### src/hdl/spi_flash_pkg.sv
package spi_flash_pkg;

    // Register word offsets, bus address bits 3:2.
    localparam logic [1:0] reg_cmd_off  = 2'd0;
    localparam logic [1:0] reg_addr_off = 2'd1;

    // Phase lengths of one SPI transaction, in bits.
    localparam int op_bits   = 8;
    localparam int addr_bits = 24;
    localparam int data_bits = 32;

    typedef struct packed {
        logic [31:0] adr;
        logic [31:0] dat;
        logic        we;
        logic        cyc;
    } bus_req_t;

    typedef struct packed {
        logic [31:0] rdt;
        logic        ack;
    } bus_rsp_t;

    // Command register, loaded from bus data bits 10:0.
    typedef struct packed {
        logic       no_read;    // Skip the 32-bit read phase.
        logic       incr_addr;  // Address += 4 after issue.
        logic       tx_addr;    // Send the 24-bit address.
        logic [7:0] code;
    } spi_cmd_t;

    typedef struct packed {
        logic cs;
        logic sck;
        logic mosi;
    } spi_pins_t;

endpackage
### src/hdl/spi_flash_ctrl.sv
`timescale 1ns/1ps

module spi_flash_ctrl
    import spi_flash_pkg::*;
#(
    parameter logic [7:0] base_addr = 8'h70
) (
    input  logic      ck,
    input  logic      rst_n,
    input  bus_req_t  bus_req,
    output bus_rsp_t  bus_rsp,
    output spi_pins_t pins,
    input  logic      miso
);

    logic        sel;
    logic        start;
    spi_cmd_t    cmd;
    logic [23:0] addr;
    logic [31:0] rdata;
    logic        ready;

    bus_decode #(
        .base_addr (base_addr)
    ) i_bus_decode (
        .ck      (ck),
        .rst_n   (rst_n),
        .bus_req (bus_req),
        .sel     (sel),
        .ack     (bus_rsp.ack)
    );

    spi_regs i_spi_regs (
        .ck      (ck),
        .rst_n   (rst_n),
        .bus_req (bus_req),
        .sel     (sel),
        .rdata   (rdata),
        .ready   (ready),
        .rdt     (bus_rsp.rdt),
        .start   (start),
        .cmd     (cmd),
        .addr    (addr)
    );

    spi_shifter i_spi_shifter (
        .ck      (ck),
        .rst_n   (rst_n),
        .start   (start),
        .cmd     (cmd),
        .addr    (addr),
        .miso    (miso),
        .pins    (pins),
        .rdata   (rdata),
        .ready   (ready)
    );

endmodule

### src/hdl/spi_shifter.sv
`timescale 1ns/1ps

module spi_shifter
    import spi_flash_pkg::*;
(
    input  logic                 ck,
    input  logic                 rst_n,
    input  logic                 start,
    input  spi_cmd_t             cmd,
    input  logic [addr_bits-1:0] addr,
    input  logic                 miso,
    output spi_pins_t            pins,
    output logic [31:0]          rdata,
    output logic                 ready
);

    localparam int tx_bits = op_bits + addr_bits;
    localparam int cnt_w   = $clog2(tx_bits + data_bits + 1);

    logic [cnt_w-1:0]     bit_cnt;
    logic [cnt_w-1:0]     load_cnt;
    logic                 phase;
    logic                 busy;
    logic                 bit_done;
    logic                 reading;
    logic [tx_bits-1:0]   tx;
    logic [data_bits-1:0] rx;

    assign busy     = bit_cnt != '0;
    assign bit_done = busy && phase;  // Last ck of sck high.

    assign load_cnt = cnt_w'(op_bits)
                    + (cmd.tx_addr ? cnt_w'(addr_bits) : cnt_w'(0))
                    + (cmd.no_read ? cnt_w'(0) : cnt_w'(data_bits));

    // A new start aborts whatever is in flight.
    always_ff @(posedge ck) begin
        if (!rst_n) begin
            bit_cnt <= '0;
            phase   <= 1'b0;
        end else if (start) begin
            bit_cnt <= load_cnt;
            phase   <= 1'b0;
        end else if (busy) begin
            phase <= ~phase;
            if (phase) begin
                bit_cnt <= bit_cnt - 1'b1;
            end
        end
    end

    // Opcode then address, MSB first.
    always_ff @(posedge ck) begin
        if (start) begin
            tx      <= {cmd.code, (cmd.tx_addr ? addr : {addr_bits{1'b0}})};
            reading <= !cmd.no_read;
        end else if (bit_done) begin
            tx <= {tx[tx_bits-2:0], 1'b0};
            rx <= {rx[data_bits-2:0], miso};
        end
    end

    always_ff @(posedge ck) begin
        if (!rst_n) begin
            rdata <= '0;
        end else if (!start && bit_done && reading && bit_cnt == cnt_w'(1)) begin
            rdata <= {rx[data_bits-2:0], miso};   // First bit in ends at 31.
        end
    end

    assign pins.cs   = !busy;
    assign pins.sck  = busy && phase;
    assign pins.mosi = busy ? tx[tx_bits-1] : 1'b1;  // Idles high.
    assign ready     = !busy;

endmodule

### src/hdl/spi_regs.sv
`timescale 1ns/1ps

module spi_regs
    import spi_flash_pkg::*;
(
    input  logic        ck,
    input  logic        rst_n,
    input  bus_req_t    bus_req,
    input  logic        sel,
    input  logic [31:0] rdata,
    input  logic        ready,
    output logic [31:0] rdt,
    output logic        start,
    output spi_cmd_t    cmd,
    output logic [23:0] addr
);

    logic [1:0] off;
    logic       wr_cmd;
    logic       wr_addr;
    logic       rd_any;

    assign off     = bus_req.adr[3:2];
    assign wr_cmd  = sel && bus_req.we && (off == reg_cmd_off);
    assign wr_addr = sel && bus_req.we && (off == reg_addr_off);
    assign rd_any  = sel && !bus_req.we;

    // Strobe lands in the ack cycle, with the new command.
    always_ff @(posedge ck) begin
        if (!rst_n) begin
            start <= 1'b0;
        end else begin
            start <= wr_cmd;
        end
    end

    always_ff @(posedge ck) begin
        if (wr_cmd) begin
            cmd <= spi_cmd_t'(bus_req.dat[$bits(spi_cmd_t)-1:0]);
        end
    end

    // The shifter takes the old address on start; step it afterwards.
    always_ff @(posedge ck) begin
        if (wr_addr) begin
            addr <= bus_req.dat[23:0];
        end else if (start && cmd.incr_addr) begin
            addr <= addr + 24'd4;
        end
    end

    // Read data is only driven in the ack cycle.
    always_ff @(posedge ck) begin
        if (!rst_n) begin
            rdt <= '0;
        end else if (rd_any) begin
            if (off == reg_cmd_off) begin
                rdt <= rdata;                // Data word shares offset 0.
            end else begin
                rdt <= {31'b0, ready};       // Status at any other offset.
            end
        end else begin
            rdt <= '0;
        end
    end

endmodule

### src/hdl/bus_decode.sv
`timescale 1ns/1ps

module bus_decode
    import spi_flash_pkg::*;
#(
    parameter logic [7:0] base_addr = 8'h70
) (
    input  logic     ck,
    input  logic     rst_n,
    input  bus_req_t bus_req,
    output logic     sel,
    output logic     ack
);

    logic match;
    logic pending;

    assign match = bus_req.adr[31:24] == base_addr;

    // One pulse per claimed cycle.
    assign sel = bus_req.cyc && match && !pending;

    // Pending holds off a second ack while the host keeps cyc up.
    always_ff @(posedge ck) begin
        if (!rst_n) begin
            pending <= 1'b0;
        end else begin
            pending <= bus_req.cyc && (pending || sel);  // Cleared once cyc drops.
        end
    end

    always_ff @(posedge ck) begin
        if (!rst_n) begin
            ack <= 1'b0;
        end else begin
            ack <= sel;
        end
    end

endmodule

### config.mk
export PLATFORM = sky130hd
export DESIGN_NAME = spi_flash_ctrl
export DESIGN_NICKNAME = d
export VERILOG_FILES = /design/src/hdl/spi_flash_pkg.sv /design/src/hdl/spi_flash_ctrl.sv /design/src/hdl/spi_shifter.sv /design/src/hdl/spi_regs.sv /design/src/hdl/bus_decode.sv
export SDC_FILE = /design/constraint.sdc
export NUM_CORES = 1
export LEC_CHECK = 0
export ABC_AREA = 1
export BUFFER_PORTS_ARGS = -buffer_cell sky130_fd_sc_hd__buf_2
export CORE_ASPECT_RATIO = 1.2
export CORE_MARGIN = 2
export CORE_UTILIZATION = 45
export CTS_BUF_LIST = sky130_fd_sc_hd__clkbuf_4 sky130_fd_sc_hd__clkbuf_8
export CTS_CLUSTER_SIZE = 12
export DETAILED_ROUTE_END_ITERATION = 10
export PLACE_DENSITY = 0.67
export SLEW_MARGIN = 20
export SYNTH_ARGS = -nofsm -noshare
export SYNTH_HDL_FRONTEND = slang
export SYNTH_HIERARCHICAL = 1
export SYNTH_SLANG_ARGS = --single-unit
### constraint.sdc
create_clock -name ck -period 2.04 [get_ports ck]
set_input_delay 0.408 -clock ck [delete_from_list [all_inputs] [get_ports ck]]
set_output_delay 0.408 -clock ck [all_outputs]
set_load 0.1 [all_outputs]
Word-level counts from Yosys, hierarchy flattened
Index checks and enable logic that the tools add are counted.
W data, S select, Z words.
{ "word_totals": {"register_bits": 174, "memories": 0, "mem_bits_ro": 0, "latchBits": 0, "word_cells": 67, "ram_bits": 0, "inputBits": 69} }
{ "classes": {"n_eq_ne": 3, "n_lt_le_gt_ge": 0, "bitwise_logic": 3, "div": 0, "shift": 0, "add_sub_neg": 4, "n_reduce_logical": 29, "muxes": 12, "multipliers": 0} }
{ "op_table": {"columns": ["op", "n"], "rows": [
  ["$mux W24", 3],
  ["$mux W32", 2],
  ["$add A24 B3 Y24 const B", 1],
  ["$mux W7", 3],
  ["$logic_and A1 B1 Y1", 12],
  ["$eq A8 B7 Y1 const B", 1],
  ["$reduce_bool A2 Y1", 4],
  ["$add A5 B7 Y7 const A", 1],
  ["$add A7 B7 Y7", 1],
  ["$eq A7 B1 Y1 const B", 1],
  ["$reduce_bool A7 Y1", 1],
  ["$sub A7 B1 Y7 const B", 1],
  ["$mux W6", 1],
  ["$reduce_and A2 Y1", 3],
  ["$logic_not A1 Y1", 5],
  ["$mux W5", 1],
  ["$not A1 Y1", 3],
  ["$reduce_and A3 Y1", 1],
  ["$eq A2 B1 Y1 const B", 1],
  ["$logic_not A2 Y1", 1],
  ["$mux W1", 2],
  ["$reduce_or A2 Y1", 1],
  ["$logic_or A1 B1 Y1", 1]
]} }

Longest topological paths before layout
Gate-level depths: netlist of the first run.
{ "logic_depth": {"ltp_word": 6, "ltp_mapped": 11, "ltp_nobuf": 10} }

Modules after synthesis
The synthesis of the first run kept the hierarchy.
{ "modules_own_cells": {"columns": ["module", "area_each_um2", "cells_per_inst", "seq_area_each_um2", "n_inst"], "rows": [
  ["spi_shifter", 4281.6, 412, 2722.6, 1],
  ["spi_regs", 2889.0, 327, 1711.6, 1],
  ["bus_decode", 107.6, 17, 40.0, 1]
]} }

Worst setup path before layout of the first run
OpenSTA, ideal clock, no wires.
{ "synth_path": {"path_kind": "register -> register", "startpoint": "register i_spi_shifter.bit_cnt[0]", "endpoint": "register i_spi_shifter.tx[0], enable pin", "arrival_ns": 1.612, "setup_ns": 0.392, "n_path_buf": 0, "path_stages_with_launch": 8, "required_time_ns": 1.648, "setup_slack_ns": 0.035, "cell_sequence": "dfxtp_1 -> inv_1 -> ha_1 -> inv_1 -> nor2_1 -> nand2_1 -> nand2_2 -> nand2_1"} }
{ "synth_between": {"elab_chain_len": 3} }
{ "synth_rtl": {"columns": ["element", "line", "text"], "rows": [
  ["from (decl)", "spi_shifter.sv:20", "logic [cnt_w-1:0] bit_cnt;"],
  ["from (signal assigned)", "spi_shifter.sv:42", "bit_cnt <= load_cnt;"],
  ["from (signal assigned)", "spi_shifter.sv:47", "bit_cnt <= bit_cnt - 1'b1;"],
  ["$reduce_bool A7 Y1", "spi_shifter.sv:29", "assign busy = bit_cnt != '0;"],
  ["$logic_and A1 B1 Y1", "spi_shifter.sv:30", "assign bit_done = busy && phase;"],
  ["$reduce_bool A2 Y1 (no source line)", null, null],
  ["to (signal assigned)", "spi_shifter.sv:55", "tx <= {cmd.code, (cmd.tx_addr ? addr : {addr_bits{1'b0}})};"],
  ["to (signal assigned)", "spi_shifter.sv:58", "tx <= {tx[tx_bits-2:0], 1'b0};"],
  ["to (decl)", "spi_shifter.sv:26", "logic [tx_bits-1:0] tx;"]
]} }
Every way passes these cells.
A chain may end at the register's enable or synchronous reset.

==> qor.yml, run 1 <==
outcome: "completed"
maxCapViolCount: 0
grt_pass1_vias: 4491
r2r_setup_slack_ns: 0.35
multi_input_area_mm2: 0.00224
drc: 0
fin_crit_sh_pct: 96.8
synthDistinctLibCells: 34
pin_count: 105
dpl.hpwl_um: 9050
worst-path-buf-inv: 2
globalRoute.totalOverflow: 0
ys_ff_latch: 174
synth_area_per_cell_um2: 9.63
synth-compound-area-share_pct: 4.92
yosys.area_share.simple_pct: 24.1
num_rows: 50
drt_iter0_drc: 288
cts_tree: "done"
max_freq_ghz: 0.507
power.leakage_nw: 3.51
seq_area_mm2: 0.00448
dieArea_mm2: 0.0172
powerDensity_mw_per_mm2: 1140
start_kind: "flop"
cts_buffers: 17
core_area_mm2: 0.0157
firstDrtPassIters: 5
fin_ws_ns: 0.0660
grt_pass1_wl_um: 21600
post_dp_cell_area_mm2: 0.00796
rsz0062_at_grt: "false"
initial_core_util_pct: 46.4
groute.usage.overall_pct: 16.1
syn_inst: 756
h-tree-depth: 4
clock_path_buffers: 2
viasPerCell: 4.68
end_kind: "output pin"
hold_buffers: 0
max_stage_delay_ns: 0.35
drtAntennaViolNets: 0
fill_cells: 1426
cp_slowest_cell: "dfxtp_2"
finClkSkew_ns: 0.0220
wirelength_um: 13300
fin_nets: 919
holdWs_ns: 0.147
hold_viol: 0
dieWidth_um: 120
antenna_found_initial: 0
root_buffer: "clkbuf_8"
period_minus_slack_ns: 1.97
tightest_slew_ns: 0.487
clk_pin_slew_ns: 0.09
synth-adder-area-share_pct: 0.860
crit_chain: "inv_2 -> ha_4 -> nand2_2 -> nor2_4 -> or2_4 -> buf_12"
num_vias: 4988
relSlewSlack_pct: 67.8
critPathMaxFanout: 4
wire_per_inst_um: 12.4
worstSetupPathType: "reg2out"
peakVddDrop_mv: 0.513
post-route-cell-area_mm2: 0.00843
setup_viol: 0
drv_slew: 0
syn-cell-area_mm2: 0.00728
synth_xor_area_share_pct: 0.602
synthMuxAreaShare_pct: 0
area_growth_pct: 15.8
grt_start_max_net_pins: 35
gp_congestion: 0.800
cp_data_required_time_ns: 1.63
ys_warn_count: 6
clock_latency_ns: 0.46
drive_above_1_share_pct: 20.4
synth_top_family_by_area: "simple AND/OR/NAND/NOR gates"
arrival_ns: 1.57
die_y_um: 143
cp_top_family: "simple AND/OR/NAND/NOR gates"
worstHoldPathType: "in2reg"
portBuffers: 74
mappedNetlistNets: 830
dp_slack_ns: -0.000518
seq_area_frac_synth_pct: 61.5
antenna_cells: 0
clock_sinks: 174
## metal layers
metal | wire length, um | GRT usage, % | part of all wire, % | up-vias
li1 | - | - | - | 2597
met1 | 6150 | 21.0 | 46 | 2261
met2 | 6250 | 26.2 | 47 | 120
met3 | 687 | 3.97 | 5.2 | 10
met4 | 167 | 5.94 | 1.3 | 0
met5 | 0 | 0 | 0 | -
## through the flow
step	std cells	setup TNS [ns]	util, %	total power [mW]
after global placement	1028	0	50.7	7.04
final	1066	0	53.7	9.61
after floorplan	756	0	-	6.40
after detailed placement	1028	-0.000518	50.7	7.07
after global routing	1066	0	53.7	10.1
after CTS	1066	0	53.6	9.67
## what timing repair did
action / CTS / global route
gates cloned: 0 / 0
pin swaps: 3 / 3
setup buffers: 6 / 0
resized for setup: 6 / 3
endpoints found under the setup margin: 3 / 3
## worst register-to-register path: cells and delay by family, from the launching register on
family / cells / cell delay [ns]
buf+inv: 4 / 0.58
fa+ha+maj: 1 / 0.15
flops: 1 / 0.35
simple gates: 7 / 0.55
## logic make-up (layout without fill, tap and decap cells)
| group | Yosys count | count (layout) |
|---|---|---|
| AND/OR/NAND/NOR | 386 | 386 |
| flip-flops | 174 | 174 |
| buffers and inverters | 135 | 237 |
| AO/OA/AOI/OAI | 51 | 51 |
| adder cells (fa/ha/maj) | 5 | 5 |
| XOR/XNOR | 5 | 5 |
## worst paths after layout
check / endpoint / start / cells after the start
setup / recovery: pins[0] / i_spi_shifter/bit_cnt[0] / 6
hold / removal: i_spi_regs/cmd[6] / bus_req[8] / 1
setup reg to reg: i_spi_shifter/rdata[27] / i_spi_shifter/bit_cnt[0] / 12
hold reg to reg: i_spi_regs/rdt[29] / i_spi_shifter/rdata[29] / 2
## layout make-up
cell class | instances | share of cell area, %
Inverter | 106 | 4.72
Clock buffer | 19 | 2.95
Timing Repair Buffer | 99 | 7.79
Tap cell | 208 | 3.09
Multi-Input combinational cell | 447 | 26.6
Sequential cell | 174 | 53.1
Clock inverter | 13 | 1.77
## cell usage after synthesis
library cell | n | area [um2]
nand3_1 | 63 | 315
nor2_4 | 8 | 90.1
o21bai_1 | 5 | 37.5
nor2_1 | 124 | 465
o21ai_1 | 1 | 5.00
a211oi_1 | 1 | 7.51
xnor2_1 | 1 | 8.76
a31oi_1 | 1 | 6.26
nand4_4 | 1 | 21.3
clkbuf_1 | 8 | 30.0
a22o_1 | 23 | 201
and2_1 | 1 | 6.26
nand4_1 | 6 | 37.5
ha_1 | 5 | 62.6
nor3b_1 | 1 | 7.51
xor2_1 | 4 | 35.0
buf_1 | 5 | 18.8
nor3_2 | 1 | 10.0
buf_6 | 6 | 67.6
buf_2 | 4 | 20.0
buf_4 | 5 | 37.5
inv_1 | 101 | 379
nand2_4 | 4 | 45.0
clkbuf_8 | 1 | 13.8
a21oi_1 | 9 | 45.0
nand2_1 | 157 | 589
or2_2 | 2 | 12.5
o21ai_0 | 11 | 55.1
dfxtp_1 | 75 | 1500
nor2_2 | 10 | 62.6
nor2_8 | 3 | 60.1
inv_2 | 5 | 18.8
nand2_2 | 5 | 31.3
edfxtp_1 | 99 | 2970
## power breakdown
part / total, mW / leakage, nW / internal (mW) / switching (mW)
Clock: 2.42 / 0.210 / 1.15 / 1.27
Combinational: 2.55 / 1.80 / 0.967 / 1.59
Sequential: 4.64 / 1.51 / 4.41 / 0.224
## layout by cell type, fill, tap and decap left out, types with 7 or more instances in the layout
master	Yosys	routed
inv_6	0	7
nor2_1	124	124
buf_2	4	71
edfxtp_1	99	99
inv_1	101	99
dfxtp_1	75	73
nand3_1	63	63
buf_12	0	7
clkbuf_8	1	17
nor2_2	10	9
nand2_1	157	157
a22o_1	23	23
o21ai_0	11	11
a21oi_1	9	9
buf_4	5	20
nor2_4	8	9
inv_2	5	7
## registers in the layout, summed over array words and instances (netlist names)
| name | flops |
|---|---|
| i_spi_shifter/phase | 1 |
| i_spi_shifter/rx | 31 |
| i_spi_regs/rdt | 32 |
| i_spi_shifter/reading | 1 |
| i_spi_regs/cmd | 11 |
| i_spi_shifter/tx | 32 |
| i_spi_regs/addr | 24 |
| i_spi_shifter/bit_cnt | 7 |
| i_spi_shifter/rdata | 32 |
| i_bus_decode/ack | 1 |
| i_spi_regs/start | 1 |
| i_bus_decode/pending | 1 |
Power figures use the tool's default switching activity.
==> run 2, diff against run 1 <==
==> constraint.sdc (replaced) <==
create_clock -name ck -period 2.04 [get_ports ck]
set_input_delay 0.408 -clock ck [delete_from_list [all_inputs] [get_ports ck]]
set_output_delay 0.408 -clock ck [all_outputs]
set_load 0.02 [all_outputs]
==> qor.yml, run 2 (same netlist as run 1, synthesis figures left out) <==
antenna_found_initial: 0  # unchanged
power.leakage_nw: 3.52  # was 3.51 nW
initial_core_util_pct: 46.4  # unchanged
clock_sinks: 174  # unchanged
die_y_um: 143  # unchanged
cts_tree: "done"  # unchanged
relSlewSlack_pct: 76.2  # was 67.8%
wire_per_inst_um: 12.4  # about the same
antenna_cells: 0  # unchanged
peakVddDrop_mv: 0.518  # was 0.513 mV
drt_iter0_drc: 390  # was 288
powerDensity_mw_per_mm2: 1090  # was 1140 mW/mm2
fin_nets: 920  # was 919
grt_pass1_vias: 4483  # was 4491
drc: 0  # unchanged
drtAntennaViolNets: 0  # unchanged
root_buffer: "clkbuf_8"  # unchanged
maxCapViolCount: 0  # unchanged
start_kind: "flop"  # unchanged
end_kind: "output pin"  # unchanged
fin_crit_sh_pct: 95.9  # was 96.8%
dp.cells: 1028  # unchanged
layout_commonest_cell: "nand2_1"  # unchanged
cp_data_required_time_ns: 1.63  # about the same
clk_pin_slew_ns: 0.09  # about the same
arrival_ns: 1.55  # was 1.57 ns
largestRegisters: "i_spi_regs/rdt (32), i_spi_shifter/rdata (32), i_spi_shifter/tx (32)"  # unchanged
firstDrtPassIters: 5  # unchanged
r2r_setup_slack_ns: 0.37  # was 0.35 ns
hold_viol: 0  # unchanged
clock_latency_ns: 0.46  # about the same
finalNonFillerCells: 1067  # was 1066
portBuffers: 74  # unchanged
dpl.hpwl_um: 8860  # was 9050 um
pin_count: 105  # unchanged
fill_cells: 1430  # was 1426
whs_path_depth: 1  # unchanged
setup_viol: 0  # unchanged
drive_above_1_share_pct: 20.5  # was 20.4%
worstHoldPathType: "in2reg"  # unchanged
viasPerCell: 4.67  # was 4.68
post_dp_cell_area_mm2: 0.00793  # was 0.00796 mm2
dieWidth_um: 120  # unchanged
grt_start_max_net_pins: 38  # was 35
drv_slew: 0  # unchanged
final_cell_mix: "157 x nand2_1, 124 x nor2_1, 99 x inv_1, 99 x edfxtp_1, 73 x dfxtp_1"  # unchanged
area_growth_pct: 15.8  # unchanged
r2r_cells: 8  # was 12
dieArea_mm2: 0.0172  # unchanged
post-route-cell-area_mm2: 0.00843  # unchanged
tightest_slew_ns: 0.356  # was 0.487 ns
finClkSkew_ns: 0.0125  # was 0.0220 ns
groute.usage.overall_pct: 16.0  # was 16.1%
seq_area_mm2: 0.00448  # unchanged
core_area_mm2: 0.0157  # unchanged
grt_pass1_wl_um: 21500  # was 21600 um
critPathMaxFanout: 5  # was 4
h-tree-depth: 4  # unchanged
num_rows: 50  # unchanged
multi_input_area_mm2: 0.00223  # was 0.00224 mm2
worstSetupPathType: "reg2out"  # unchanged
cts_buffers: 17  # unchanged
globalRoute.totalOverflow: 0  # unchanged
wirelength_um: 13200  # was 13300 um
rsz0062_at_grt: "false"  # unchanged
period_minus_slack_ns: 1.96  # was 1.97 ns
outcome: "completed"  # unchanged
max_freq_ghz: 0.511  # was 0.507 GHz
gp_congestion: 0.790  # was 0.800
clock_path_buffers: 2  # unchanged
num_vias: 4982  # was 4988
run 2: cell types whose count changed in the layout (fill, tap and decap cells not counted), sizes merged:
cell and delta:
clkinv +1, inv -1, buf +1
run 2: routing by layer:
| layer | routed length (um) | vias to the layer above | global-route usage [%] | share of wire (%) |
|---|---|---|---|---|
| li1 | - | 2593 | - | - |
| met1 | 6310 | 2256 | 21.5 | 48 |
| met2 | 6070 | 120 | 25.4 | 46 |
| met3 | 618 | 13 | 3.53 | 4.7 |
| met4 | 199 | 0 | 5.94 | 1.5 |
| met5 | 0 | - | 0 | 0 |
run 2: critical path, stage by stage (launching register included):
cell	delay, ns
dfxtp_2	0.34
inv_2	0.06
ha_4	0.16
nand2_2	0.08
nor2_4	0.05
buf_12	0.12
nor2_8	0.13
buf_4	0.16
run 2: repair_timing:
item	CTS	global route
pin swaps	3	3
setup endpoints to repair	3	2
endpoints found under the hold margin	0	0
gates resized for setup	9	1
hold buffers	0	0
buffers inserted	6	1
run 2: layout make-up:
cell class	count	share of cell area [%]
flip-flops and latches	174	53.1
clock buffers	19	3.10
inverters	106	4.72
repair buffers	100	7.70
multi-input cells	447	26.5
well taps	208	3.09
clock inverters	13	1.77
run 2: final timing paths:
check	to	startpoint
worst max-delay path	pins[1]	i_spi_shifter/bit_cnt[0]
worst min-delay path	i_spi_regs/cmd[6]	bus_req[8]
worst max register to register	i_spi_shifter/tx[19]	i_spi_shifter/bit_cnt[5]
worst min register to register	i_spi_regs/rdt[27]	i_spi_shifter/rdata[27]
run 2: stage by stage:
| step | hold WS, ns | total power [mW] | util (%) | setup TNS (ns) | setup slack (ns) |
|---|---|---|---|---|---|
| 2_1_floorplan | 0.409 | 6.06 | - | 0 | 0.0352 |
| 3_3_place_gp | 0.413 | 6.46 | 50.5 | -0.0531 | -0.00840 |
| 3_5_place_dp | 0.417 | 6.49 | 50.5 | -0.421 | -0.0444 |
| 4_1_cts | 0.106 | 9.24 | 53.6 | 0 | 0.0105 |
| 5_1_grt | 0.122 | 9.67 | 53.7 | 0 | 0.00428 |
| 6_report | 0.137 | 9.19 | 53.7 | 0 | 0.0841 |
run 2: power by group:
part / total, mW / switching (mW) / leakage, nW / internal (mW)
clock network: 2.47 / 1.29 / 0.216 / 1.18
registers: 4.63 / 0.214 / 1.51 / 4.41
logic: 2.09 / 1.22 / 1.80 / 0.876
